File: src/tetris_cfg.svh
`ifndef TETRIS_CFG_SVH
`define TETRIS_CFG_SVH

// playfield size in cells, row 0 at the top
`define FIELD_ROWS 20
`define FIELD_COLS 10

// bits per cell, zero is an empty cell
`define COLOR_W 3

// top-left corner of the 4x4 piece box at spawn
`define SPAWN_ROW 0
`define SPAWN_COL 3

`endif

File: src/tetris_pkg.sv
`include "tetris_cfg.svh"

package tetris_pkg;

  // controller states
  typedef enum logic [2:0] {
    IDLE,
    SPAWN,
    PLAY,
    WAIT_FIT,
    CLEAR,
    GAME_OVER
  } game_state_t;

  // request kinds sent to the planner
  typedef enum logic [2:0] {
    MV_NONE,
    MV_RIGHT,
    MV_LEFT,
    MV_ROR,
    MV_ROL,
    MV_DOWN,
    MV_SPAWN
  } move_t;

  // tetromino kinds in spawn order
  typedef enum logic [2:0] {I, O, T, S, Z, J, L} piece_t;

  typedef logic [`COLOR_W-1:0] color_t;

  // 4x4 box mask, bit 4*row+col, bit 0 top-left
  // table entries packed as {rot3, rot2, rot1, rot0}
  function automatic logic [15:0] shape_of(piece_t kind, logic [1:0] rot);
    logic [3:0][15:0] tbl;
    case (kind)
      I:       tbl = {16'h2222, 16'h00F0, 16'h4444, 16'h000F};
      O:       tbl = {4{16'h0066}};
      T:       tbl = {16'h0232, 16'h0270, 16'h0262, 16'h0072};
      S:       tbl = {16'h0231, 16'h0360, 16'h0462, 16'h0036};
      Z:       tbl = {16'h0132, 16'h0630, 16'h0264, 16'h0063};
      J:       tbl = {16'h0322, 16'h0470, 16'h0226, 16'h0071};
      L:       tbl = {16'h0223, 16'h0170, 16'h0622, 16'h0074};
      default: tbl = '0;
    endcase
    return tbl[rot];
  endfunction

  // cell color of a kind, never zero
  function automatic color_t color_of(piece_t kind);
    return color_t'(kind) + color_t'(1);
  endfunction

endpackage

File: src/collision_check.sv
`timescale 1ns/10ps
`include "tetris_cfg.svh"

module collision_check (
  input  logic              clk,
  input  logic              rst,
  input  logic              cand_valid_i,
  input  logic [4:0]        cand_row_i,
  input  logic signed [4:0] cand_col_i,
  input  logic [15:0]       cand_mask_i,
  input  tetris_pkg::color_t [`FIELD_ROWS-1:0][`FIELD_COLS-1:0] field_i,
  output logic              fit_valid_o,
  output logic              fit_o
);

  logic fits;

  // every set box cell must land on the field and on an empty cell
  always_comb begin
    logic [5:0]        r;
    logic signed [5:0] c;
    fits = 1'b1;
    for (int i = 0; i < 16; i++) begin
      r = {1'b0, cand_row_i} + 6'(i / 4);
      c = 6'(cand_col_i) + 6'(i % 4);
      if (cand_mask_i[i]) begin
        if (r >= 6'(`FIELD_ROWS) || c < 0 || c >= `FIELD_COLS) begin
          fits = 1'b0;
        end else if (field_i[r[4:0]][c[3:0]] != '0) begin
          fits = 1'b0;
        end
      end
    end
  end

  always_ff @(posedge clk or posedge rst) begin
    if (rst) begin
      fit_valid_o <= 1'b0;
    end else begin
      fit_valid_o <= cand_valid_i;
    end
  end

  always_ff @(posedge clk) begin
    if (cand_valid_i) begin
      fit_o <= fits;
    end
  end

endmodule

File: config.mk
export PLATFORM = sky130hd
export DESIGN_NAME = collision_check
export DESIGN_NICKNAME = d
export VERILOG_FILES = /design/src/tetris_pkg.sv /design/src/collision_check.sv
export VERILOG_INCLUDE_DIRS = /design/src
export SDC_FILE = /design/constraint.sdc
export NUM_CORES = 1
export LEC_CHECK = 0
export BUFFER_PORTS_ARGS = -buffer_cell sky130_fd_sc_hd__buf_2
export CORE_AREA = 4 4 246 248
export DETAILED_ROUTE_END_ITERATION = 6
export DIE_AREA = 0 0 250 252
export SLEW_MARGIN = 20
export SYNTH_ARGS = -nofsm -noshare
export SYNTH_HDL_FRONTEND = slang
export SYNTH_SLANG_ARGS = --single-unit
File: constraint.sdc
create_clock -name clk -period 0.8 [get_ports clk]
set_input_delay 0.08 -clock clk [delete_from_list [all_inputs] [get_ports clk]]
set_output_delay 0.08 -clock clk [all_outputs]
set_load 0.02 [all_outputs]
==> reports/summary.txt <==
status - finished, violations left
static leakage - 13.2 nW
Crit Path Category - in2reg
FF+latch count, synth - 2
Die X - 250 um
Buf/Inv on CP - 5
most common cell in the synthesized netlist - mux4_2
core region area - 58,500 um^2
slowest cell on the critical path - a2111oi_1
Seq/Total Area, Yosys - 0.302%
WL final - 131 mm
Yosys warnings - 0
Clock Pin Slew Worst Setup and Hold Paths - 0.03 ns
Top Family by Delay on Critical Path - compound AO/OA/AOI/OAI gates
worst-path cell chain - buf_12 -> inv_8 -> ha_4 -> buf_12 -> buf_4 -> and2b_2 -> a22o_1 -> a2111oi_1 -> buf_4 -> a311oi_1 -> o311a_1 -> mux4_2 -> o22a_1 -> and4_1 -> nand4_1 -> nor4_2
Max Root-Sink Buffers - 2
main area contributors after synthesis - mux4_2, mux2i_1, nor3_1, nand2_1, nor2_1
Yosys top cell by area - mux4_2
Slew Limit Headroom - 28.4%
top_reg_cell synth - edfxtp_1
final count of negative-setup-slack endpoints - 3
clk sink count - 2
1st-pass router iterations - 6
final hold viol count - 0
Max stage delay on crit path - 0.58 ns
# rows - 89
Post-DP Area - 28,900 um^2
top-area cell type share of the netlist area - 35.1%
final setup margin - -2.78 ns
Vias/cell - 6.45
WP data arrival - 3.55 ns
HP Class - in2reg
fmax - 280 MHz
Layout Nets - 4,206
Total GRT Usage - 39.1%
Final HPWL DP - 111 mm
initial antenna violation count - 47
layout cells sized above 1 - 55.0%
RSZ-0062 raised after global routing - yes
Slew Viols, Final - 0
Data required, critical path - 0.77 ns
Avg Cell Area, Syn - 8.31 um^2
min cycle time layout - 3.58 ns
Yosys cell types - 88
Via Count - 28.1k
CP startpoint kind - input pin
first-pass GRT wire length - 185 mm
RePlAce Congestion - 1.08
vias in the first global route - 27.1k
WL/cell - 30.1 um
Num CTS Buffers - 3
failing checks - setup timing
num ports - 631
post-route setup TNS - -2.91 ns
port bufs - 630
Critical Path End Type - flip-flop
synth cell count leaders - mux4_2, nand2_1, nor3_1
DRC Markers - 0
Least-Margin Pin Slew - 1.05 ns
Max-Cap Viols - 0
initial DRC count - 3,905
Worst Path Max Fanout - 10
Post-DRT Antenna Nets - 0
Tcrit/Tclk final - 447%
die height - 252 um
GRT Residual Overflow - 0
CTS tree - built
Layout area overhead - 61.9%
power per standard cell area - 841 nW/um^2
asr flop ratio synth - 50.0%
Initial Util - 31.1%
Post-synth EDFFs - 1
H-tree depth - 1
final instance area - 29,500 um^2
Post-Syn Area - 18,200 um^2
die footprint - 63,000 um^2
hold_ws - 0.0685 ns
Peak supply drop - 0.000761 V
Root Buffer - clkbuf_16
Post-Syn Nets - 2,834
Synth Instances - 2,191
largest net degree at the start of global routing - 59
-- state kept, by name (all words and copies together) (netlist names) --
signal and cells:
fit_valid_o 1, fit_o 1
-- cells by family after synthesis --
family                     Yosys count  share of synthesized area (%)
AOI/OAI and AO/OA                  529                           20.5
DFF                                  2                          0.302
adders and majority gates           14                          0.962
buffers and inverters              242                           7.04
muxes                              475                           46.0
and+or+nand+nor                    906                           24.0
xor gates and xnor gates            23                           1.19
-- cells in the final DEF (no fill, tap or decap), types with 16 or more instances in the layout --
cell and n:
buf_4 896, o22ai_1 27, nor3b_1 23, mux2_2 28, o21ai_0 49, a22o_1 18, mux4_2 284, nand2_1 226
a31oi_1 41, nor3_1 185, nor2_1 183, mux2i_1 158, a211oi_1 54, nor4_1 20, nor2b_1 19, nand3_1 113
a221oi_1 16, or3_1 22, o211ai_1 20, buf_2 624, nand4_1 38, buf_12 49, a22oi_1 36, a21oi_1 102
-- path summary, 6_finish.rpt --
path,startpoint,endpoint,slack (ns),cells past startpoint
max,cand_row_i[0],fit_o,-2.78,16
min in group asynchronous,rst,fit_valid_o,0.24,3
min,cand_valid_i,fit_valid_o,0.07,1
max in group asynchronous,rst,fit_valid_o,0.48,3
-- layout make-up --
class                      count  area (um^2)
timing repair buffer        1589        11100
sequential                     2         55.1
clock buffer                   4         78.8
fill                        5737        29000
inverter                      20          103
antenna                       15         37.5
tap                          773          967
multi-input combinational   1947        17100
-- stage by stage --
stage | util [%] | power, mW | instances | setup slack (ns)
floorplan | - | 10.7 | 2191 | -2.75
global placement | 49.4 | 22.5 | 4308 | -3.15
detailed placement | 49.4 | 22.6 | 4308 | -3.11
CTS | 50.2 | 23.8 | 4331 | -2.60
global route | 50.4 | 25.6 | 4341 | -2.82
finish | 50.4 | 24.8 | 4350 | -2.78
-- per-layer routing --
metal | wire length [um] | share of wire, % | up-vias | GRT usage [%]
li1 | - | - | 11744 | -
met1 | 48300 | 37 | 13393 | 50.2
met2 | 57400 | 44 | 2373 | 61.7
met3 | 17200 | 13 | 519 | 11.4
met4 | 7960 | 6.1 | 38 | 16.7
met5 | 220 | 0.17 | - | 0
-- where the power goes --
group          internal [mW]  total (mW)  leakage (nW)  switching [mW]
logic                   11.4        23.9          13.1            12.5
clock network          0.657       0.793        0.0382           0.135
registers              0.114       0.120        0.0211         0.00540
total                   12.2        24.8          13.2            12.6
-- what timing repair did --
action	4_1_cts	5_1_grt
gates cloned	0	1
gates resized for setup	44	11
pin swaps	8	4
hold endpoints to repair	1	0
hold buffers	1	0
endpoints found under the setup margin	3	3
setup buffers	18	3
(Power assumes the default switching activity.)
