<file path="src/tetris_cfg.svh">
`ifndef TETRIS_CFG_SVH
`define TETRIS_CFG_SVH

// playfield size in cells, row 0 at the top
`define FIELD_ROWS 20
`define FIELD_COLS 10

// bits per cell, zero is an empty cell
`define COLOR_W 3

// top-left corner of the 4x4 piece box at spawn
`define SPAWN_ROW 0
`define SPAWN_COL 3

`endif

</file>
<file path="src/tetris_pkg.sv">
`include "tetris_cfg.svh"

package tetris_pkg;

  // controller states
  typedef enum logic [2:0] {
    IDLE,
    SPAWN,
    PLAY,
    WAIT_FIT,
    CLEAR,
    GAME_OVER
  } game_state_t;

  // request kinds sent to the planner
  typedef enum logic [2:0] {
    MV_NONE,
    MV_RIGHT,
    MV_LEFT,
    MV_ROR,
    MV_ROL,
    MV_DOWN,
    MV_SPAWN
  } move_t;

  // tetromino kinds in spawn order
  typedef enum logic [2:0] {I, O, T, S, Z, J, L} piece_t;

  typedef logic [`COLOR_W-1:0] color_t;

  // 4x4 box mask, bit 4*row+col, bit 0 top-left
  // table entries packed as {rot3, rot2, rot1, rot0}
  function automatic logic [15:0] shape_of(piece_t kind, logic [1:0] rot);
    logic [3:0][15:0] tbl;
    case (kind)
      I:       tbl = {16'h2222, 16'h00F0, 16'h4444, 16'h000F};
      O:       tbl = {4{16'h0066}};
      T:       tbl = {16'h0232, 16'h0270, 16'h0262, 16'h0072};
      S:       tbl = {16'h0231, 16'h0360, 16'h0462, 16'h0036};
      Z:       tbl = {16'h0132, 16'h0630, 16'h0264, 16'h0063};
      J:       tbl = {16'h0322, 16'h0470, 16'h0226, 16'h0071};
      L:       tbl = {16'h0223, 16'h0170, 16'h0622, 16'h0074};
      default: tbl = '0;
    endcase
    return tbl[rot];
  endfunction

  // cell color of a kind, never zero
  function automatic color_t color_of(piece_t kind);
    return color_t'(kind) + color_t'(1);
  endfunction

endpackage

</file>
<file path="src/move_planner.sv">
`timescale 1ns/10ps
`include "tetris_cfg.svh"

module move_planner (
  input  logic               clk,
  input  logic               rst,
  input  logic               req_valid_i,
  input  tetris_pkg::move_t  req_move_i,
  input  logic [4:0]         row_i,
  input  logic signed [4:0]  col_i,
  input  logic [1:0]         rot_i,
  input  tetris_pkg::piece_t kind_i,
  output logic               cand_valid_o,
  output logic [4:0]         cand_row_o,
  output logic signed [4:0]  cand_col_o,
  output logic [1:0]         cand_rot_o,
  output logic [15:0]        cand_mask_o
);

  logic [4:0]        nxt_row;
  logic signed [4:0] nxt_col;
  logic [1:0]        nxt_rot;

  // apply the move to the current position
  always_comb begin
    nxt_row = row_i;
    nxt_col = col_i;
    nxt_rot = rot_i;
    case (req_move_i)
      tetris_pkg::MV_RIGHT: nxt_col = col_i + 5'sd1;
      tetris_pkg::MV_LEFT:  nxt_col = col_i - 5'sd1;
      tetris_pkg::MV_ROR:   nxt_rot = rot_i + 2'd1;
      tetris_pkg::MV_ROL:   nxt_rot = rot_i - 2'd1;
      tetris_pkg::MV_DOWN:  nxt_row = row_i + 5'd1;
      tetris_pkg::MV_SPAWN: begin
        nxt_row = 5'(`SPAWN_ROW);
        nxt_col = 5'(`SPAWN_COL);
        nxt_rot = 2'd0;
      end
      default: ;
    endcase
  end

  always_ff @(posedge clk or posedge rst) begin
    if (rst) begin
      cand_valid_o <= 1'b0;
    end else begin
      cand_valid_o <= req_valid_i;
    end
  end

  // candidate holds until the next request
  always_ff @(posedge clk) begin
    if (req_valid_i) begin
      cand_row_o  <= nxt_row;
      cand_col_o  <= nxt_col;
      cand_rot_o  <= nxt_rot;
      cand_mask_o <= tetris_pkg::shape_of(kind_i, nxt_rot);
    end
  end

endmodule

</file>
<file path="config.mk">
export PLATFORM = sky130hd
export DESIGN_NAME = move_planner
export DESIGN_NICKNAME = d
export VERILOG_FILES = /design/src/tetris_pkg.sv /design/src/move_planner.sv
export VERILOG_INCLUDE_DIRS = /design/src
export SDC_FILE = /design/constraint.sdc
export NUM_CORES = 1
export LEC_CHECK = 0
export BUFFER_PORTS_ARGS = -buffer_cell sky130_fd_sc_hd__buf_2
export CAP_MARGIN = 20
export CELL_PAD_IN_SITES_DETAIL_PLACEMENT = 0
export CELL_PAD_IN_SITES_GLOBAL_PLACEMENT = 1
export CORE_MARGIN = 2
export CORE_UTILIZATION = 35
export DETAILED_ROUTE_END_ITERATION = 12
export MAX_ROUTING_LAYER = met4
export PLACE_DENSITY = 0.81
export SYNTH_ARGS = -nofsm -noshare
export SYNTH_HDL_FRONTEND = slang
export SYNTH_SLANG_ARGS = --single-unit
</file>
<file path="constraint.sdc">
create_clock -name clk -period 0.8 [get_ports clk]
set_clock_uncertainty 0.1 [all_clocks]
set_input_delay 0.12 -clock clk [delete_from_list [all_inputs] [get_ports clk]]
set_output_delay 0.12 -clock clk [all_outputs]
set_load 0.005 [all_outputs]
</file>
==> metrics.yaml <==
run_status:
  status: "finished, violations left"
  violations: "negative setup slack"
synthesis:
  synth_warnings: 0
  netlist_area_um2: 1840
  ys_ff_latch: 26
  yosysUniqueCellTypes: 59
  synth_cells: 200
  ys_top_cells_by_area: "edfxtp_1 41%, nand2_1 5.1%, o21ai_0 4.9%"
  synth_top_area_cell: "edfxtp_1"
  postSynthAreaPerCell_um2: 9.22
  synthArstFlopShare_pct: 3.85
  synth_seq_area_share_pct: 42.1
  synth_edf_count: 25
  yosys-top-cells-count: "25 x edfxtp_1, 25 x nand2_1, 18 x o21ai_0, 10 x nor2_1, 10 x nor3_1"
  synth_top_flop_cell: "edfxtp_1"
  synth_top_area_share_pct: 40.7
global_route:
  antenna_found_initial: 0
  grt_max_degree: 22
  first_global_vias: 1722
  grt_overflow: 0
  grt_util_all_layers_pct: 16.2
  grt_pass1_wl_um: 7810
final_layout:
  seq_area_um2: 776
  area_growth_pct: 56.3
  multiInputGateArea_um2: 1110
  final_util_pct: 56.4
  fillCellCount: 471
  drive_gt1_share_pct: 52.0
  diodes: 0
  layout.nets: 325
sta:
  fin_hold_ws_ps: 55.9
  drv_slew: 0
  finalHoldViolations: 0
  rsz0062_at_grt: "true"
  setup_ws_ps: -914
  post-route-period-util_pct: 214
  fin_setup_tns_ps: -20340
  setup_viol: 51
  max_freq_mhz: 583
  period_minus_slack_ps: 1710
critical_path:
  crit_path_start_kind: "primary input"
  critPathSlowestCell: "a221o_1"
  path_cells: "buf_8, nor3b_4, xor2_1, ha_2, or2_4, a21oi_2, o21bai_2, a22o_1, a221o_1"
  cpPeakStageDelay_ps: 280
  worstPathArrival_ps: 1640
  cp-end-kind: "register"
  crit_type: "in -> reg"
  crit_fanout: 3
  cp.required_ps: 730
place:
  numPortBuffers: 46
  dpl.hpwl_um: 3410
  place_congestion: 0.841
cts:
  cts_tree: "yes"
  cts.path.max_buffers: 2
  numCtsBuffers: 3
  clkTransAtPathRegs_ps: 90
  cts_sinks: 26
  h-tree-depth: 1
  clockRootBuffer: "clkbuf_8"
worst_hold_path:
  hp-class: "in -> reg"
route:
  avgRoutedWirePerCell_um: 12.0
  highest_layer: "met4"
  dr_wl_met2_um: 2190
  drtAntennaViolNets: 0
  post_drt_via_cell_ratio: 4.88
  wl_met1_um: 2120
  totalWireLength_um: 4460
  first_pass_iters: 4
  wl_met3_um: 92
  num_vias: 1807
  drt_iter0_drc: 95
  drc_errors: 0
floorplan:
  num_rows: 26
  dieArea_um2: 5860
  die_w_um: 76.6
  core_area_um2: 5110
  ios: 50
  initial_core_util_pct: 36.1
  dieHeight_um: 76.6
power:
  power_density_nw_per_um2: 1420
  totalPowerFinal_mw: 4.10
  vdd_drop_max_v: 0.000778
  leakagePower_nw: 1.20
job:
  maxCapViolations: 0
==> layout by cell type (no fill, tap or decap), types with 2 or more instances in the layout <==
cell / netlist / final
buf_4: 4 / 56
buf_2: 2 / 44
edfxtp_1: 25 / 25
nand2_1: 25 / 22
o21ai_0: 18 / 12
o21ai_1: 4 / 10
nor3_1: 10 / 9
nor2_1: 10 / 8
a21oi_1: 9 / 7
buf_6: 2 / 6
nand3_1: 8 / 5
inv_1: 6 / 4
xor2_1: 3 / 3
a21oi_2: 1 / 3
nand2b_1: 3 / 3
a2bb2oi_1: 3 / 3
nand2_2: 0 / 3
nand3_2: 0 / 3
conb_1: 1 / 3
clkbuf_8: 0 / 3
buf_12: 0 / 3
inv_2: 1 / 2
nor3b_2: 0 / 2
nor2b_1: 3 / 2
mux2i_1: 2 / 2
nor4_4: 0 / 2
o221ai_2: 0 / 2
and3_1: 2 / 2
o41ai_1: 2 / 2
xnor2_1: 3 / 2
a31oi_1: 3 / 2
nor2_4: 0 / 2
ha_1: 3 / 2
==> sequential cells by signal, indices dropped and copies added, names as in the netlist <==
register,flops
cand_col_o,5
cand_mask_o,13
cand_rot_o,2
cand_row_o,5
cand_valid_o,1
==> final timing paths <==
kind | start | end | slack [ps] | cells past startpoint
worst min-delay path | row_i[4] | cand_row_o[4] | 60 | 3
min in group asynchronous | rst | cand_valid_o | 120 | 3
worst max-delay path | req_move_i[0] | cand_col_o[4] | -910 | 9
max in group asynchronous | rst | cand_valid_o | 400 | 3
==> repair_timing <==
action	4_1_cts	5_1_grt
pin swaps	18	7
hold buffers	1	0
setup buffers	6	1
endpoints found under the hold margin	1	0
gates cloned	0	0
resized for setup	25	9
endpoints found under the setup margin	51	51
==> cell type report <==
class | count | area share, %
clock buffer | 3 | 1.43
multi-input combinational | 150 | 38.5
clock inverter | 1 | 1.04
inverter | 9 | 1.48
sequential | 26 | 26.9
tap | 70 | 3.04
timing repair buffer | 111 | 27.5
==> worst max-delay path: cells and delay by family <==
| kind | cells | cell delay (ps) |
|---|---|---|
| AOI/OAI and AO/OA | 4 | 710 |
| and+or+nand+nor | 2 | 440 |
| adders and majority gates | 1 | 190 |
| buffers and inverters | 1 | 100 |
| xor gates and xnor gates | 1 | 90 |
==> routing by layer <==
layer / GRT usage [%] / up-vias
li1: - / 947
met1: 21.2 / 826
met2: 27.5 / 30
met3: 0.829 / 4
met4: 4.36 / 0
met5: - / -
==> through the flow <==
step / setup slack, ps / std cells / instance area [um2]
6_report: -914 / 370 / 2880
5_1_grt: -1020 / 370 / 2880
4_1_cts: -909 / 369 / 2830
3_5_place_dp: -1240 / 358 / 2590
3_3_place_gp: -1220 / 358 / 2590
2_1_floorplan: -1290 / 202 / 1950
==> cell families after synthesis <==
group / after synthesis / synth area share [%]
XOR/XNOR: 6 / 2.85
buffers and inverters: 26 / 7.33
adder cells (fa/ha/maj): 3 / 2.04
AO/OA/AOI/OAI: 62 / 23.2
other: 1 / 0.203
multiplexers: 2 / 1.09
flip-flops: 26 / 42.1
AND/OR/NAND/NOR: 74 / 21.3
==> power by group <==
part	internal (mW)	total, mW	switching (mW)
Sequential	1.65	1.68	0.0249
Combinational	0.692	1.35	0.660
Clock	0.669	1.07	0.406
Power figures use the tool's default switching activity.
