--- config.mk ---
export PLATFORM = sky130hd
export DESIGN_NAME = tetris_fsm
export DESIGN_NICKNAME = d
export VERILOG_FILES = /design/src/tetris_pkg.sv /design/src/tetris_fsm.sv
export VERILOG_INCLUDE_DIRS = /design/src
export SDC_FILE = /design/constraint.sdc
export NUM_CORES = 2
export LEC_CHECK = 0
export BUFFER_PORTS_ARGS = -buffer_cell sky130_fd_sc_hd__buf_4
export CAP_MARGIN = 20
export CORE_AREA = 2 2 497 499
export DETAILED_ROUTE_END_ITERATION = 8
export DIE_AREA = 0 0 499 501
export PLACE_DENSITY = 0.36
export SYNTH_ARGS = -nofsm -noshare
export SYNTH_HDL_FRONTEND = slang
export SYNTH_SLANG_ARGS = --single-unit
--- constraint.sdc ---
create_clock -name clk -period 25.8 [get_ports clk]
set_clock_uncertainty 0.05 [all_clocks]
set_input_delay 6.45 -clock clk [delete_from_list [all_inputs] [get_ports clk]]
set_output_delay 6.45 -clock clk [all_outputs]
set_load 0.02 [all_outputs]
--- src/tetris_cfg.svh ---
`ifndef TETRIS_CFG_SVH
`define TETRIS_CFG_SVH

// playfield size in cells, row 0 at the top
`define FIELD_ROWS 20
`define FIELD_COLS 10

// bits per cell, zero is an empty cell
`define COLOR_W 3

// top-left corner of the 4x4 piece box at spawn
`define SPAWN_ROW 0
`define SPAWN_COL 3

`endif

--- src/tetris_pkg.sv ---
`include "tetris_cfg.svh"

package tetris_pkg;

  // controller states
  typedef enum logic [2:0] {
    IDLE,
    SPAWN,
    PLAY,
    WAIT_FIT,
    CLEAR,
    GAME_OVER
  } game_state_t;

  // request kinds sent to the planner
  typedef enum logic [2:0] {
    MV_NONE,
    MV_RIGHT,
    MV_LEFT,
    MV_ROR,
    MV_ROL,
    MV_DOWN,
    MV_SPAWN
  } move_t;

  // tetromino kinds in spawn order
  typedef enum logic [2:0] {I, O, T, S, Z, J, L} piece_t;

  typedef logic [`COLOR_W-1:0] color_t;

  // 4x4 box mask, bit 4*row+col, bit 0 top-left
  // table entries packed as {rot3, rot2, rot1, rot0}
  function automatic logic [15:0] shape_of(piece_t kind, logic [1:0] rot);
    logic [3:0][15:0] tbl;
    case (kind)
      I:       tbl = {16'h2222, 16'h00F0, 16'h4444, 16'h000F};
      O:       tbl = {4{16'h0066}};
      T:       tbl = {16'h0232, 16'h0270, 16'h0262, 16'h0072};
      S:       tbl = {16'h0231, 16'h0360, 16'h0462, 16'h0036};
      Z:       tbl = {16'h0132, 16'h0630, 16'h0264, 16'h0063};
      J:       tbl = {16'h0322, 16'h0470, 16'h0226, 16'h0071};
      L:       tbl = {16'h0223, 16'h0170, 16'h0622, 16'h0074};
      default: tbl = '0;
    endcase
    return tbl[rot];
  endfunction

  // cell color of a kind, never zero
  function automatic color_t color_of(piece_t kind);
    return color_t'(kind) + color_t'(1);
  endfunction

endpackage

--- src/tetris_fsm.sv ---
`timescale 1ns/10ps
`include "tetris_cfg.svh"

module tetris_fsm (
  input  logic                    clk,
  input  logic                    rst,
  input  logic                    start_i,
  input  logic                    right_i, left_i, rot_r_i, rot_l_i, down_i,
  input  logic [4:0]              cand_row_i,
  input  logic signed [4:0]       cand_col_i,
  input  logic [1:0]              cand_rot_i,
  input  logic                    fit_valid_i,
  input  logic                    fit_i,
  input  logic                    clear_done_i,
  input  tetris_pkg::color_t [`FIELD_ROWS-1:0][`FIELD_COLS-1:0] cleared_field_i,
  input  logic [4:0]              removed_i,
  output logic                    req_valid_o,
  output tetris_pkg::move_t       req_move_o,
  output logic [4:0]              row_o,
  output logic signed [4:0]       col_o,
  output logic [1:0]              rot_o,
  output tetris_pkg::piece_t      kind_o,
  output logic                    clear_start_o,
  output tetris_pkg::color_t [`FIELD_ROWS-1:0][`FIELD_COLS-1:0] field_o,
  output tetris_pkg::game_state_t state_o,
  output logic [7:0]              lines_o,
  output logic                    game_over_o
);

  tetris_pkg::game_state_t state;
  tetris_pkg::move_t       pend_move;
  tetris_pkg::piece_t      kind_cnt;
  tetris_pkg::piece_t      next_kind;
  tetris_pkg::color_t [`FIELD_ROWS-1:0][`FIELD_COLS-1:0] locked;

  assign state_o     = state;
  assign game_over_o = (state == tetris_pkg::GAME_OVER);
  assign next_kind   = (kind_cnt == tetris_pkg::L) ? tetris_pkg::I :
                       tetris_pkg::piece_t'(kind_cnt + 3'd1);

  ////////////////////////////////////////////////////////////
  // request issue
  ////////////////////////////////////////////////////////////
  // spawn in SPAWN, otherwise one prioritized move while idle in play
  always_comb begin
    req_valid_o = 1'b1;
    req_move_o  = tetris_pkg::MV_NONE;
    if (state == tetris_pkg::SPAWN) begin
      req_move_o = tetris_pkg::MV_SPAWN;
    end else if (state == tetris_pkg::PLAY && right_i) begin
      req_move_o = tetris_pkg::MV_RIGHT;
    end else if (state == tetris_pkg::PLAY && left_i) begin
      req_move_o = tetris_pkg::MV_LEFT;
    end else if (state == tetris_pkg::PLAY && rot_r_i) begin
      req_move_o = tetris_pkg::MV_ROR;
    end else if (state == tetris_pkg::PLAY && rot_l_i) begin
      req_move_o = tetris_pkg::MV_ROL;
    end else if (state == tetris_pkg::PLAY && down_i) begin
      req_move_o = tetris_pkg::MV_DOWN;
    end else begin
      req_valid_o = 1'b0;
    end
  end

  // field with the active piece written in
  always_comb begin
    logic [15:0]       mask;
    logic [5:0]        r;
    logic signed [5:0] c;
    locked = field_o;
    mask   = tetris_pkg::shape_of(kind_o, rot_o);
    for (int i = 0; i < 16; i++) begin
      r = {1'b0, row_o} + 6'(i / 4);
      c = 6'(col_o) + 6'(i % 4);
      if (mask[i] && r < 6'(`FIELD_ROWS) && c >= 0 && c < `FIELD_COLS) begin
        locked[r[4:0]][c[3:0]] = tetris_pkg::color_of(kind_o);
      end
    end
  end

  ////////////////////////////////////////////////////////////
  // game state
  ////////////////////////////////////////////////////////////
  always_ff @(posedge clk or posedge rst) begin
    if (rst) begin
      state         <= tetris_pkg::IDLE;
      pend_move     <= tetris_pkg::MV_NONE;
      kind_cnt      <= tetris_pkg::I;
      kind_o        <= tetris_pkg::I;
      row_o         <= '0;
      col_o         <= '0;
      rot_o         <= '0;
      field_o       <= '0;
      lines_o       <= '0;
      clear_start_o <= 1'b0;
    end else begin
      clear_start_o <= 1'b0;
      if (req_valid_o) begin
        pend_move <= req_move_o;
      end
      case (state)
        tetris_pkg::IDLE: begin
          if (start_i) begin
            kind_o   <= kind_cnt;
            kind_cnt <= next_kind;
            state    <= tetris_pkg::SPAWN;
          end
        end
        tetris_pkg::SPAWN: state <= tetris_pkg::WAIT_FIT;
        tetris_pkg::PLAY: begin
          if (req_valid_o) begin
            state <= tetris_pkg::WAIT_FIT;
          end
        end
        tetris_pkg::WAIT_FIT: begin
          if (fit_valid_i && fit_i) begin
            row_o <= cand_row_i;
            col_o <= cand_col_i;
            rot_o <= cand_rot_i;
            state <= tetris_pkg::PLAY;
          end else if (fit_valid_i && pend_move == tetris_pkg::MV_SPAWN) begin
            state <= tetris_pkg::GAME_OVER;
          end else if (fit_valid_i && pend_move == tetris_pkg::MV_DOWN) begin
            // piece rests here, lock it and look for full rows
            field_o       <= locked;
            clear_start_o <= 1'b1;
            state         <= tetris_pkg::CLEAR;
          end else if (fit_valid_i) begin
            state <= tetris_pkg::PLAY;
          end
        end
        tetris_pkg::CLEAR: begin
          if (clear_done_i) begin
            field_o  <= cleared_field_i;
            lines_o  <= lines_o + 8'(removed_i);
            kind_o   <= kind_cnt;
            kind_cnt <= next_kind;
            state    <= tetris_pkg::SPAWN;
          end
        end
        tetris_pkg::GAME_OVER: begin
          if (start_i) begin
            field_o  <= '0;
            lines_o  <= '0;
            kind_cnt <= tetris_pkg::I;
            state    <= tetris_pkg::IDLE;
          end
        end
        default: state <= tetris_pkg::IDLE;
      endcase
    end
  end

endmodule

==> out/results.txt <==
status = finished, violations left
failing checks = max-slew violations
Setup TNS Final = 0 ns
Area growth syn-to-layout = 44.5%
die width = 499 um
met1 Use GR = 43.2%
Reg clk slew, reported paths = 0.06 ns
worst endpoint data arrival time = 7.42 ns
Tot GR Track Use = 35.2%
first-pass GRT wire length = 586000 um
Placer Congestion = 1.08
H-tree depth = 3
Synth cell types = 105
Worst slew margin = -4.38%
row cnt = 182
dpl ws = 11.92 ns
Leak Pwr = 25.8 nW
post_cts resized = 0
Max Clock Freq = 71.8 MHz
Die Ht = 501 um
CTS root buffer = clkbuf_16
final WL = 460000 um
CTS buffer count = 91
fill count = 26900
Fin. Hold Viols = 0
vias per inst = 5.85
clock period minus worst slack = 13.92 ns
Syn. warnings = 0
clock buffer depth = 3
largest net degree at the start of global routing = 141
1st-iter DRT viols = 7659
Boundary Pins = 1260
Avg Inst Size Synth = 8.37 um^2
Syn Inst Count = 5073
CP required = 19.30 ns
post-synthesis sequential area ratio = 37.3%
die area = 250000 um^2
min-delay worst type = reg2reg
number of flops mapped to enable cells by yosys = 0
period utilization = 54.0%
startpoint type of the worst setup path = input port
postcts setup bufs = 0
final setup fails = 0
maximum resistive drop on vdd = 0.0990 mV
fin. max-slew vios = 5
power density cells = 89.4 nW/um^2
Core Footprint = 245000 um^2
Worst Setup Path Type = in2out
syn nets = 5724
layout cell share with drive strength beyond 1 = 32.7%
RSZ-0062 raised after global routing = no
met2 Use GR = 52.7%
CP max FO = 4
area of the multi-input gates = 25000 um^2
met3 Use GR = 13.3%
Reg area = 15800 um^2
measured slew at the worst slew-check pin = 1.57 ns
Setup crit end kind = primary output
fin worst setup slack = 11.88 ns
gr busiest metal = met2
CTS tree = built
number of global-route vias before repair = 55000
via count = 56800
Starting Density = 17.3%
antenna violations before repair = 65
asr flop ratio synth = 100%
HPWL after DPL = 350000 um
Final Net Count = 7022
1st-pass router iterations = 9
maximum capacitance violations = 0
clk sinks = 633
I/O Buffers = 1259
Cell Area, Synth = 42500 um^2
grt ovf = 0
DRT antenna net count = 0
Post-synth top flop = dfrtp_1
clock network latency to the later pin of the worst-skew pair = 0.78 ns
Routed wire per std cell = 47.4 um
#FFs+latches synth = 633
Remaining DRCs = 0
hold_buf cts = 0
[worst max-delay path: stages]
cell and delay [ns]:
buf_4 0.12, nor3_1 0.26, a21o_1 0.16, a21o_1 0.19, inv_1 0.08, buf_4 0.16
[state kept, by name, summed over array words and instances, names as in the netlist]
signal	count
rot_o	2
row_o	5
pend_move	3
col_o	5
kind_cnt	3
state_o	3
field_o	600
clear_start_o	1
lines_o	8
kind_o	3
[cell usage in the layout (no fill, tap or decap), types with 27 or more instances in the layout]
master / instances
a21oi_1: 293
a22o_1: 70
a22oi_1: 125
dfrtp_1: 633
nand3_1: 147
buf_4: 1613
mux2_2: 35
a221oi_1: 65
o21ai_0: 318
nor3_2: 49
nand2_1: 461
nor2_2: 32
o221ai_1: 181
a21o_1: 87
o211ai_1: 67
o2bb2ai_1: 27
diode_2: 42
nor2_1: 434
inv_1: 198
or3_1: 31
clkbuf_16: 91
a2bb2oi_1: 64
o22ai_1: 262
a211oi_1: 31
a221o_1: 207
o31ai_1: 37
nor3_1: 138
and3_1: 88
[synthesized netlist by cell type (27+ instances only)]
cell type	number	area, um^2
a21o_1	88	661
a22o_1	70	613
o21ai_0	320	1600
inv_1	199	747
or3_1	32	200
a211oi_1	41	308
o211ai_1	67	503
a21oi_1	301	1510
mux2_2	35	394
a22oi_1	126	946
and3_1	89	557
clkbuf_1	331	1240
o221ai_1	182	1590
buf_2	69	345
a221o_1	208	2080
nor3_1	170	851
a221oi_1	74	648
nand3_1	152	761
a2bb2oi_1	64	561
o31ai_1	37	278
o22ai_1	262	1640
dfrtp_1	633	15800
o2bb2ai_1	27	236
nand2_1	475	1780
nor2_1	473	1780
[cells by family after synthesis]
group	count (synthesis)	share of synthesized area (%)
compound gates	2120	36.6
xor+xnor	23	0.474
fa+ha+maj	23	0.695
buf+inv	633	5.91
flops	633	37.3
mux	62	1.58
simple gates	1579	17.4
[final cells by class]
class | count | share of cell area (%)
antenna | 42 | 0.171
clock buffer | 133 | 4.37
multi-input combinational | 3807 | 40.8
tap | 3220 | 6.56
clock inverter | 36 | 0.823
sequential | 633 | 25.8
timing repair buffer | 1635 | 20.2
inverter | 203 | 1.25
[metrics by stage]
stage / instances / utilization [%] / total power, mW / area [um^2] / hold WS [ns]
3_5_place_dp: 9488 / 23.7 / 3.95 / 58000 / 0.417
3_3_place_gp: 9481 / 23.7 / 3.96 / 57900 / 0.406
5_1_grt: 9675 / 25.0 / 5.48 / 61300 / 0.436
2_1_floorplan: 5073 / - / 2.22 / 42500 / 0.392
4_1_cts: 9657 / 25.0 / 5.36 / 61100 / 0.431
6_report: 9709 / 25.1 / 5.49 / 61400 / 0.437
[routing by layer]
metal	part of all wire [%]	up-vias
met3	11	924
met4	6.4	38
li1	-	22300
met5	0.055	-
met1	40	29400
met2	43	4110
[final timing paths]
check | from | to | slack, ns | cells past startpoint
max in group asynchronous | rst | field_o[140] | 16.99 | 6
hold / removal | field_o[131] | field_o[131] | 0.44 | 2
hold reg to reg | field_o[131] | field_o[131] | 0.44 | 2
setup / recovery | left_i | req_valid_o | 11.88 | 6
setup reg to reg | kind_o[0] | field_o[21] | 19.19 | 17
min in group asynchronous | rst | field_o[592] | 5.67 | 2
[report_power, final]
part	switching [mW]	internal [mW]	leakage (nW)
registers	0.0984	1.05	7.66
logic	2.34	0.607	16.6
clock network	0.601	0.790	1.55
total	3.04	2.45	25.8
No activity file was read; power rests on OpenSTA's default activity.
