**src/tetris_cfg.svh**
```systemverilog
`ifndef TETRIS_CFG_SVH
`define TETRIS_CFG_SVH

// playfield size in cells, row 0 at the top
`define FIELD_ROWS 20
`define FIELD_COLS 10

// bits per cell, zero is an empty cell
`define COLOR_W 3

// top-left corner of the 4x4 piece box at spawn
`define SPAWN_ROW 0
`define SPAWN_COL 3

`endif

```
**src/tetris_pkg.sv**
```systemverilog
`include "tetris_cfg.svh"

package tetris_pkg;

  // controller states
  typedef enum logic [2:0] {
    IDLE,
    SPAWN,
    PLAY,
    WAIT_FIT,
    CLEAR,
    GAME_OVER
  } game_state_t;

  // request kinds sent to the planner
  typedef enum logic [2:0] {
    MV_NONE,
    MV_RIGHT,
    MV_LEFT,
    MV_ROR,
    MV_ROL,
    MV_DOWN,
    MV_SPAWN
  } move_t;

  // tetromino kinds in spawn order
  typedef enum logic [2:0] {I, O, T, S, Z, J, L} piece_t;

  typedef logic [`COLOR_W-1:0] color_t;

  // 4x4 box mask, bit 4*row+col, bit 0 top-left
  // table entries packed as {rot3, rot2, rot1, rot0}
  function automatic logic [15:0] shape_of(piece_t kind, logic [1:0] rot);
    logic [3:0][15:0] tbl;
    case (kind)
      I:       tbl = {16'h2222, 16'h00F0, 16'h4444, 16'h000F};
      O:       tbl = {4{16'h0066}};
      T:       tbl = {16'h0232, 16'h0270, 16'h0262, 16'h0072};
      S:       tbl = {16'h0231, 16'h0360, 16'h0462, 16'h0036};
      Z:       tbl = {16'h0132, 16'h0630, 16'h0264, 16'h0063};
      J:       tbl = {16'h0322, 16'h0470, 16'h0226, 16'h0071};
      L:       tbl = {16'h0223, 16'h0170, 16'h0622, 16'h0074};
      default: tbl = '0;
    endcase
    return tbl[rot];
  endfunction

  // cell color of a kind, never zero
  function automatic color_t color_of(piece_t kind);
    return color_t'(kind) + color_t'(1);
  endfunction

endpackage

```
**src/line_clear.sv**
```systemverilog
`timescale 1ns/10ps
`include "tetris_cfg.svh"

module line_clear (
  input  logic       clk,
  input  logic       rst,
  input  logic       clear_start_i,
  input  tetris_pkg::color_t [`FIELD_ROWS-1:0][`FIELD_COLS-1:0] field_i,
  output logic       clear_done_o,
  output tetris_pkg::color_t [`FIELD_ROWS-1:0][`FIELD_COLS-1:0] field_o,
  output logic [4:0] removed_o
);

  tetris_pkg::color_t [`FIELD_ROWS-1:0][`FIELD_COLS-1:0] work;
  logic       busy;
  logic [4:0] row_q;
  logic       row_full;

  assign field_o = work;

  // row under the scan pointer has no empty cell
  always_comb begin
    row_full = 1'b1;
    for (int c = 0; c < `FIELD_COLS; c++) begin
      if (work[row_q][c] == '0) begin
        row_full = 1'b0;
      end
    end
  end

  ////////////////////////////////////////////////////////////
  // scan control, bottom row upward
  ////////////////////////////////////////////////////////////
  always_ff @(posedge clk or posedge rst) begin
    if (rst) begin
      busy         <= 1'b0;
      row_q        <= '0;
      removed_o    <= '0;
      clear_done_o <= 1'b0;
    end else begin
      clear_done_o <= 1'b0;
      if (clear_start_i) begin
        busy      <= 1'b1;
        row_q     <= 5'(`FIELD_ROWS - 1);
        removed_o <= '0;
      end else if (busy) begin
        // a full row is collapsed, then the same row is scanned again
        if (row_full) begin
          removed_o <= removed_o + 5'd1;
        end else if (row_q == '0) begin
          busy         <= 1'b0;
          clear_done_o <= 1'b1;
        end else begin
          row_q <= row_q - 5'd1;
        end
      end
    end
  end

  ////////////////////////////////////////////////////////////
  // working copy of the field
  ////////////////////////////////////////////////////////////
  always_ff @(posedge clk) begin
    if (clear_start_i) begin
      work <= field_i;
    end else if (busy && row_full) begin
      // rows above drop by one, empty row enters at the top
      for (int r = 1; r < `FIELD_ROWS; r++) begin
        if (r <= int'(row_q)) begin
          work[r] <= work[r-1];
        end
      end
      work[0] <= '0;
    end
  end

endmodule

```
**config.mk**
```make
export PLATFORM = sky130hd
export DESIGN_NAME = line_clear
export DESIGN_NICKNAME = d
export VERILOG_FILES = /design/src/tetris_pkg.sv /design/src/line_clear.sv
export VERILOG_INCLUDE_DIRS = /design/src
export SDC_FILE = /design/constraint.sdc
export NUM_CORES = 1
export LEC_CHECK = 0
export BUFFER_PORTS_ARGS = -buffer_cell sky130_fd_sc_hd__buf_2
export CAP_MARGIN = 20
export CORE_AREA = 2 2 470 472
export DETAILED_ROUTE_END_ITERATION = 7
export DIE_AREA = 0 0 472 474
export PLACE_DENSITY = 0.35
export SLEW_MARGIN = 40
export SYNTH_ARGS = -nofsm -noshare
export SYNTH_HDL_FRONTEND = slang
export SYNTH_SLANG_ARGS = --single-unit
```
**constraint.sdc**
```tcl
create_clock -name clk -period 5.4 [get_ports clk]
set_input_delay 0.54 -clock clk [delete_from_list [all_inputs] [get_ports clk]]
set_output_delay 0.54 -clock clk [all_outputs]
set_load 0.02 [all_outputs]
```
==> results of run 1 <==
-- synth_stat cells, types with 9 or more instances --
cell type	n	share of area, %
and2_1	30	0.66
clkbuf_1	78	1.0
o22ai_1	9	0.20
buf_2	27	0.47
or3_1	9	0.20
nand2_1	19	0.25
a211oi_1	43	1.1
nand3_1	10	0.18
o21ai_0	14	0.25
nor2_1	32	0.42
nor4_1	101	2.2
mux2_2	572	23
nor3_1	86	1.5
edfxtp_1	600	63
a21oi_1	45	0.79
o41ai_1	9	0.28
inv_1	9	0.12
dfrtp_1	12	1.1
-- logic make-up after synthesis --
kind of cell | Yosys count | share of synthesized area, %
compound gates | 174 | 4.218
fa+ha+maj | 6 | 0.2625
buf+inv | 124 | 1.890
flops | 612 | 64.06
mux | 586 | 23.24
simple gates | 322 | 6.331
-- flip-flops by register name, summed over array words and instances, names as in the netlist --
name	flops
row_q	5
removed_o	5
field_o	600
busy	1
clear_done_o	1
-- per-stage QoR --
| stage | power [W] | cell area, µm² |
|---|---|---|
| after global routing | 0.01616 | 41940 |
| after CTS | 0.01594 | 41880 |
| final | 0.01559 | 41990 |
| after floorplan | 0.007653 | 28600 |
| after detailed placement | 0.009877 | 39030 |
| after global placement | 0.009892 | 38940 |
-- layer usage --
layer | vias to the layer above | share of wire [%]
met2 | 1177 | 50
met3 | 355 | 8.2
met4 | 90 | 3.0
met1 | 12126 | 38
met5 | - | 0.24
li1 | 10050 | -
-- report_power, final --
part | switching (W) | internal (W)
sequential | 0.000778 | 0.00581
clock | 0.00255 | 0.00338
combinational | 0.00200 | 0.00107
-- layout make-up --
cell class                      count  share of cell area (%)
Sequential cell                   612                   43.65
Multi-Input combinational cell   1088                   23.84
Timing Repair Buffer             1324                   16.91
Tap cell                         2871                   8.555
Clock buffer                       98                   5.334
Clock inverter                     53                   1.403
Antenna cell                       36                  0.2145
Inverter                           10                 0.09535
-- critical path, delay by kind of cell, from the launching register on --
family / cells / cell delay (ns)
AO/OA/AOI/OAI: 4 / 0.93
buffers and inverters: 5 / 1.27
flip-flops: 1 / 0.63
AND/OR/NAND/NOR: 4 / 1.68
-- what timing repair did --
action,in CTS,in global routing
hold endpoints to repair,13,0
buffers inserted,0,0
hold buffers,2,0
-- cells in the final DEF, fill, tap and decap left out, types with 5 or more instances in the layout --
cell and n:
ha_1 6, a211oi_1 41, edfxtp_1 600, or3_1 9, mux2_2 572, o22ai_1 9
inv_1 6, mux2i_1 7, clkinvlp_4 9, o31ai_1 7, a21oi_1 34, nor4_1 94
a21oi_4 12, clkinv_1 14, buf_2 1207, o21ai_0 14, dfrtp_1 9, clkbuf_16 88
diode_2 36, buf_4 99, nor3_2 7, clkbuf_1 10, nor4b_1 6, buf_12 12
nand2_1 19, clkinv_2 13, nor4_2 8, mux4_2 5, nand3_1 10, bufinv_16 8
o41ai_1 9, nand2b_1 7, nor2_1 31, nor3_1 80, o32ai_1 8, and2_1 30
nor2b_1 5, a31o_2 5
-- final timing paths --
check,depth (start not counted),end,slack [ns],start
hold / removal,2,field_o[11]$_SDFFCE_PN0P_,0.09,field_i[11]
min in group asynchronous,3,removed_o[3]$_DFFE_PP0P_,0.50,rst
hold reg to reg,1,field_o[410]$_DFFE_PP_,0.60,field_o[380]$_DFFE_PP_
max in group asynchronous,3,row_q[1]$_DFFE_PP0P_,4.43,rst
setup / recovery,13,field_o[123]$_DFFE_PP_,0.33,row_q[1]$_DFFE_PP0P_
setup reg to reg,13,field_o[123]$_DFFE_PP_,0.33,row_q[1]$_DFFE_PP0P_
==> impl_metrics.csv, run 1 <==
group,metric,value,unit
critical_path,crit_required,5.75,ns
job,max_cap_viol_count,0,
floorplan,row_count,172,
critical_path,worstSetupPathType,"reg2reg",
floorplan,num_io_pins,1209,
grt,grt_pass1_wl,286500,µm
grt,grt.met1_usage,22.51,%
drt,detail-route-antenna-nets,0,
floorplan,die_area,223700,µm²
grt,grt_max_degree,96,
place,dp_cells,5903,
synthesis,yosys_register_bits,612,
synthesis,syn_avg_cell_area,15.68,µm²
final_layout,final_cells,6092,
critical_path,cpMostUsedCell,"buf_4",
final_layout,syn_to_final_growth,46.84,%
drt,viasPerCell,3.906,
pwr,cellPowerDensity,371.3,nW/µm²
place,gpl.final_weighted_congestion,0.8612,
sta,fin_crit,5.071,ns
floorplan,core,218700,µm²
synthesis,seq_area_frac_synth,64.06,%
grt,grt_pass1_vias,24395,
critical_path,cp.arrival,5.42,ns
drt,dr.pass1.iters,5,
final_layout,drive_gt1_share,65.27,%
clock_network,ctsResizeCount,0,
sta,setup_ws,0.3285,ns
sta,slew_viol_final,0,
outcome,status,"complete, no violations",
clock_network,clock-root-buffer,"clkbuf_16",
critical_path,crit_slowest_cell,"nor4_1",
grt,busiest_layer,"met2",
place,dp_worst_setup_slack,0.2715,ns
sta,tns,0,ns
clock_network,cts.clk_slew.worst_paths,0.06,ns
drt,wire_per_inst,38.09,µm
min_path,holdCritPathClass,"in2reg",
critical_path,crit_fanout,30,
critical_path,cpPeakStageDelay,0.82,ns
clock_network,clock_latency,0.74,ns
grt,use_met2,35.40,%
floorplan,die_w,472,µm
synthesis,syn_nets,2433,
floorplan,die_h,474,µm
final_layout,ff_latch_area,18330,µm²
sta,hold_viol_final,0,
synthesis,synthFlopType,"edfxtp_1",
synthesis,syn_inst,1824,
clock_network,tritoncts,"done",
synthesis,yosys_warnings,0,
sta,finClkSkew,0.04528,ns
grt,overflow,0,
final_layout,nFillCells,24133,
grt,antenna_found_initial,153,
drt,drtIter0Drc,1679,
synthesis,synth_edf_count,600,
critical_path,path_cells,"buf_4 > nor4_1 > nor4_1 > nor4_1 > o22ai_1 > buf_4 > a41o_1 > and3_1 > a21oi_4 > buf_4 > buf_4 > a21oi_4 > buf_4",
place,io_buffer_count,1208,
place,hpwl,194500,µm
final_layout,multi_input_area,10010,µm²
final_layout,postLayoutCoreUtil,19.20,%
sta,maxSlewHeadroom,40.61,%
sta,setup_viol,0,
clock_network,ctsLongestPathBuffers,3,
pwr,vdd_ir_drop_max,0.2244,mV
floorplan,initial_core_util,13.08,%
sta,rsz0062_at_grt,"false",
sta,period_share,93.92,%
final_layout,layout.nets,3732,
critical_path,worst_setup_path_start_kind,"flip-flop",
clock_network,htree_levels,3,
clock_network,cts_inserted_buffers,87,
clock_network,cts.sinks,612,
grt,grt_usage,20.00,%
synthesis,syn_area,28600,µm²
drt,num_vias,23798,
sta,tightest_slew,0.8827,ns
sta,fmax,0.1972,GHz
synthesis,synth_cell_types,61,
drt,drc,0,
synthesis,synthArstFlopShare,1.961,%
critical_path,end_kind,"flip-flop",
grt,use_met3,6.952,%
drt,routed_wl,232100,µm
pwr,p_leak,15.98,nW
sta,whs,0.09300,ns
Note: power is estimated with default switching activity, not from simulation.
==> run 2, diff against run 1 <==
==> constraint.sdc (replaced) <==
create_clock -name clk -period 5.4 [get_ports clk]
set_input_delay 0.81 -clock clk [delete_from_list [all_inputs] [get_ports clk]]
set_output_delay 0.81 -clock clk [all_outputs]
set_load 0.02 [all_outputs]
==> run 2 against run 1 <==
  * Core utilization about the same
  * Via count up 1.1%
  * Cell count down 0.13%
  * First-iteration DRC count up 2.4%
  * Critical path depth unchanged
  * Largest cell class unchanged
  * Count of clock-buffer cells in the layout up 9
==> impl_metrics.csv, run 2 (synthesized netlist as in run 1, its figures left out) <==
group,metric,value,unit
clock_network,cts_inserted_buffers,87,
grt,antenna_found_initial,137,
place,io_buffer_count,1208,
place,hpwl,195300,µm
critical_path,r2r_cells,13,
clock_network,tritoncts,"done",
clock_network,cts.clk_slew.worst_paths,0.06,ns
drt,drtIter0Drc,1719,
sta,tightest_slew,0.9730,ns
final_layout,final_common_cell,"buf_2",
critical_path,r2r-start,"row_q[0]$_DFFE_PP0P_",
job,max_cap_viol_count,0,
final_layout,final_cells,6084,
place,dp_cells,5891,
floorplan,num_io_pins,1209,
floorplan,initial_core_util,13.08,%
clock_network,clock-root-buffer,"clkbuf_16",
sta,period_share,93.06,%
drt,num_vias,24070,
clock_network,htree_levels,3,
clock_network,ctsResizeCount,0,
critical_path,worst_setup_path_start_kind,"flip-flop",
sta,rsz0062_at_grt,"false",
clock_network,post_cts_buffers,0,
grt,grt_pass1_wl,288700,µm
grt,grt_pass1_vias,24562,
drt,detail-route-antenna-nets,0,
floorplan,row_count,172,
sta,fmax,0.1990,GHz
sta,finClkSkew,0.03870,ns
grt,use_met2,35.54,%
pwr,p_leak,15.97,nW
pwr,vdd_ir_drop_max,0.2327,mV
grt,use_met3,6.685,%
final_layout,syn_to_final_growth,46.76,%
drt,dr.pass1.iters,5,
sta,setup_viol,0,
drt,viasPerCell,3.956,
floorplan,core,218700,µm²
final_layout,layout_common_cells,"1208 x buf_2, 600 x edfxtp_1, 572 x mux2_2, 95 x nor4_1, 88 x buf_4",
critical_path,crit_fanout,26,
critical_path,r2r_end,"field_o[428]$_DFFE_PP_",
critical_path,end_kind,"flip-flop",
clock_network,hold_buffers,0,
sta,slew_viol_final,0,
drt,drc,0,
grt,grt_usage,20.11,%
critical_path,crit_required,5.76,ns
pwr,cellPowerDensity,377.2,nW/µm²
final_layout,drive_gt1_share,65.01,%
sta,maxSlewHeadroom,35.13,%
drt,wire_per_inst,38.36,µm
critical_path,cp.arrival,5.38,ns
grt,busiest_layer,"met2",
sta,fin_crit,5.025,ns
critical_path,rrSetupSlack,0.37,ns
outcome,status,"complete, no violations",
floorplan,die_w,472,µm
final_layout,layout.nets,3718,
sta,hold_viol_final,0,
clock_network,clock_latency,0.73,ns
place,placed_area,38930,µm²
min_path,holdCritPathClass,"in2async",
floorplan,die_h,474,µm
drt,routed_wl,233400,µm
grt,grt.met1_usage,22.94,%
critical_path,worstSetupPathType,"reg2reg",
clock_network,cts.sinks,612,
grt,overflow,0,
grt,grt_max_degree,147,
place,gpl.final_weighted_congestion,0.8587,
clock_network,ctsLongestPathBuffers,3,
floorplan,die_area,223700,µm²
final_layout,largest_reg_flops,600,
final_layout,postLayoutCellArea,41970,µm²
[run 2: through the flow]
step	worst slack [ns]	power (W)	setup TNS, ns	utilization, %	hold WS (ns)
6_report	0.3749	0.01583	0	19.19	0.1573
5_1_grt	0.2310	0.01639	0	19.17	0.1507
4_1_cts	0.2415	0.01615	0	19.15	0.09790
3_5_place_dp	0.2810	0.009892	0	17.81	0.5874
3_3_place_gp	-0.6505	0.009898	-245.03	17.76	0.5983
2_1_floorplan	0.9924	0.007653	0	-	0.5226
[run 2: how the worst max path moves through the flow]
stage / from / endpoint / cells past startpoint / slack (ns)
after floorplan: row_q[1]$_DFFE_PP0P_ / field_o[120]$_DFFE_PP_ / 12 / 0.99
after global placement: row_q[2]$_DFFE_PP0P_ / field_o[8]$_SDFFCE_PN0P_ / 10 / -0.65
after detailed placement: row_q[2]$_DFFE_PP0P_ / field_o[449]$_DFFE_PP_ / 11 / 0.28
after CTS: row_q[0]$_DFFE_PP0P_ / field_o[428]$_DFFE_PP_ / 12 / 0.24
after global routing: row_q[0]$_DFFE_PP0P_ / field_o[426]$_DFFE_PP_ / 12 / 0.23
final: row_q[0]$_DFFE_PP0P_ / field_o[428]$_DFFE_PP_ / 13 / 0.37
[run 2: routing by layer]
metal | vias to the layer above | wire length [µm]
li1 | 10029 | -
met1 | 12425 | 90050
met2 | 1186 | 117200
met3 | 346 | 18480
met4 | 84 | 7100
met5 | - | 549
[run 2: area by class of cell]
cell class              instances  area (µm²)
clock inverters                51       690.7
well taps                    2871        3592
inverters                      10       40.04
fillers                     24037      176700
repair buffers               1310        6972
diodes                         35       87.58
clock buffers                 107        2252
flip-flops and latches        612       18330
multi-input cells            1088       10010
[run 2: where the power goes]
part | total [W] | internal, W | switching (W)
sequential | 0.00663 | 0.00581 | 0.000819
clock | 0.00614 | 0.00365 | 0.00249
combinational | 0.00306 | 0.00107 | 0.00199
[run 2: worst max-delay path: stages (launching register included)]
cell      delay (ns)
dfrtp_4         0.71
buf_4           0.34
nor4_1          0.10
a211oi_1        0.51
buf_4           0.22
nor3_1          0.08
o32ai_1         0.50
o221ai_1        0.24
nor4_1          0.32
buf_4           0.22
a21oi_4         0.14
buf_12          0.22
a21oi_4         0.53
buf_4           0.44
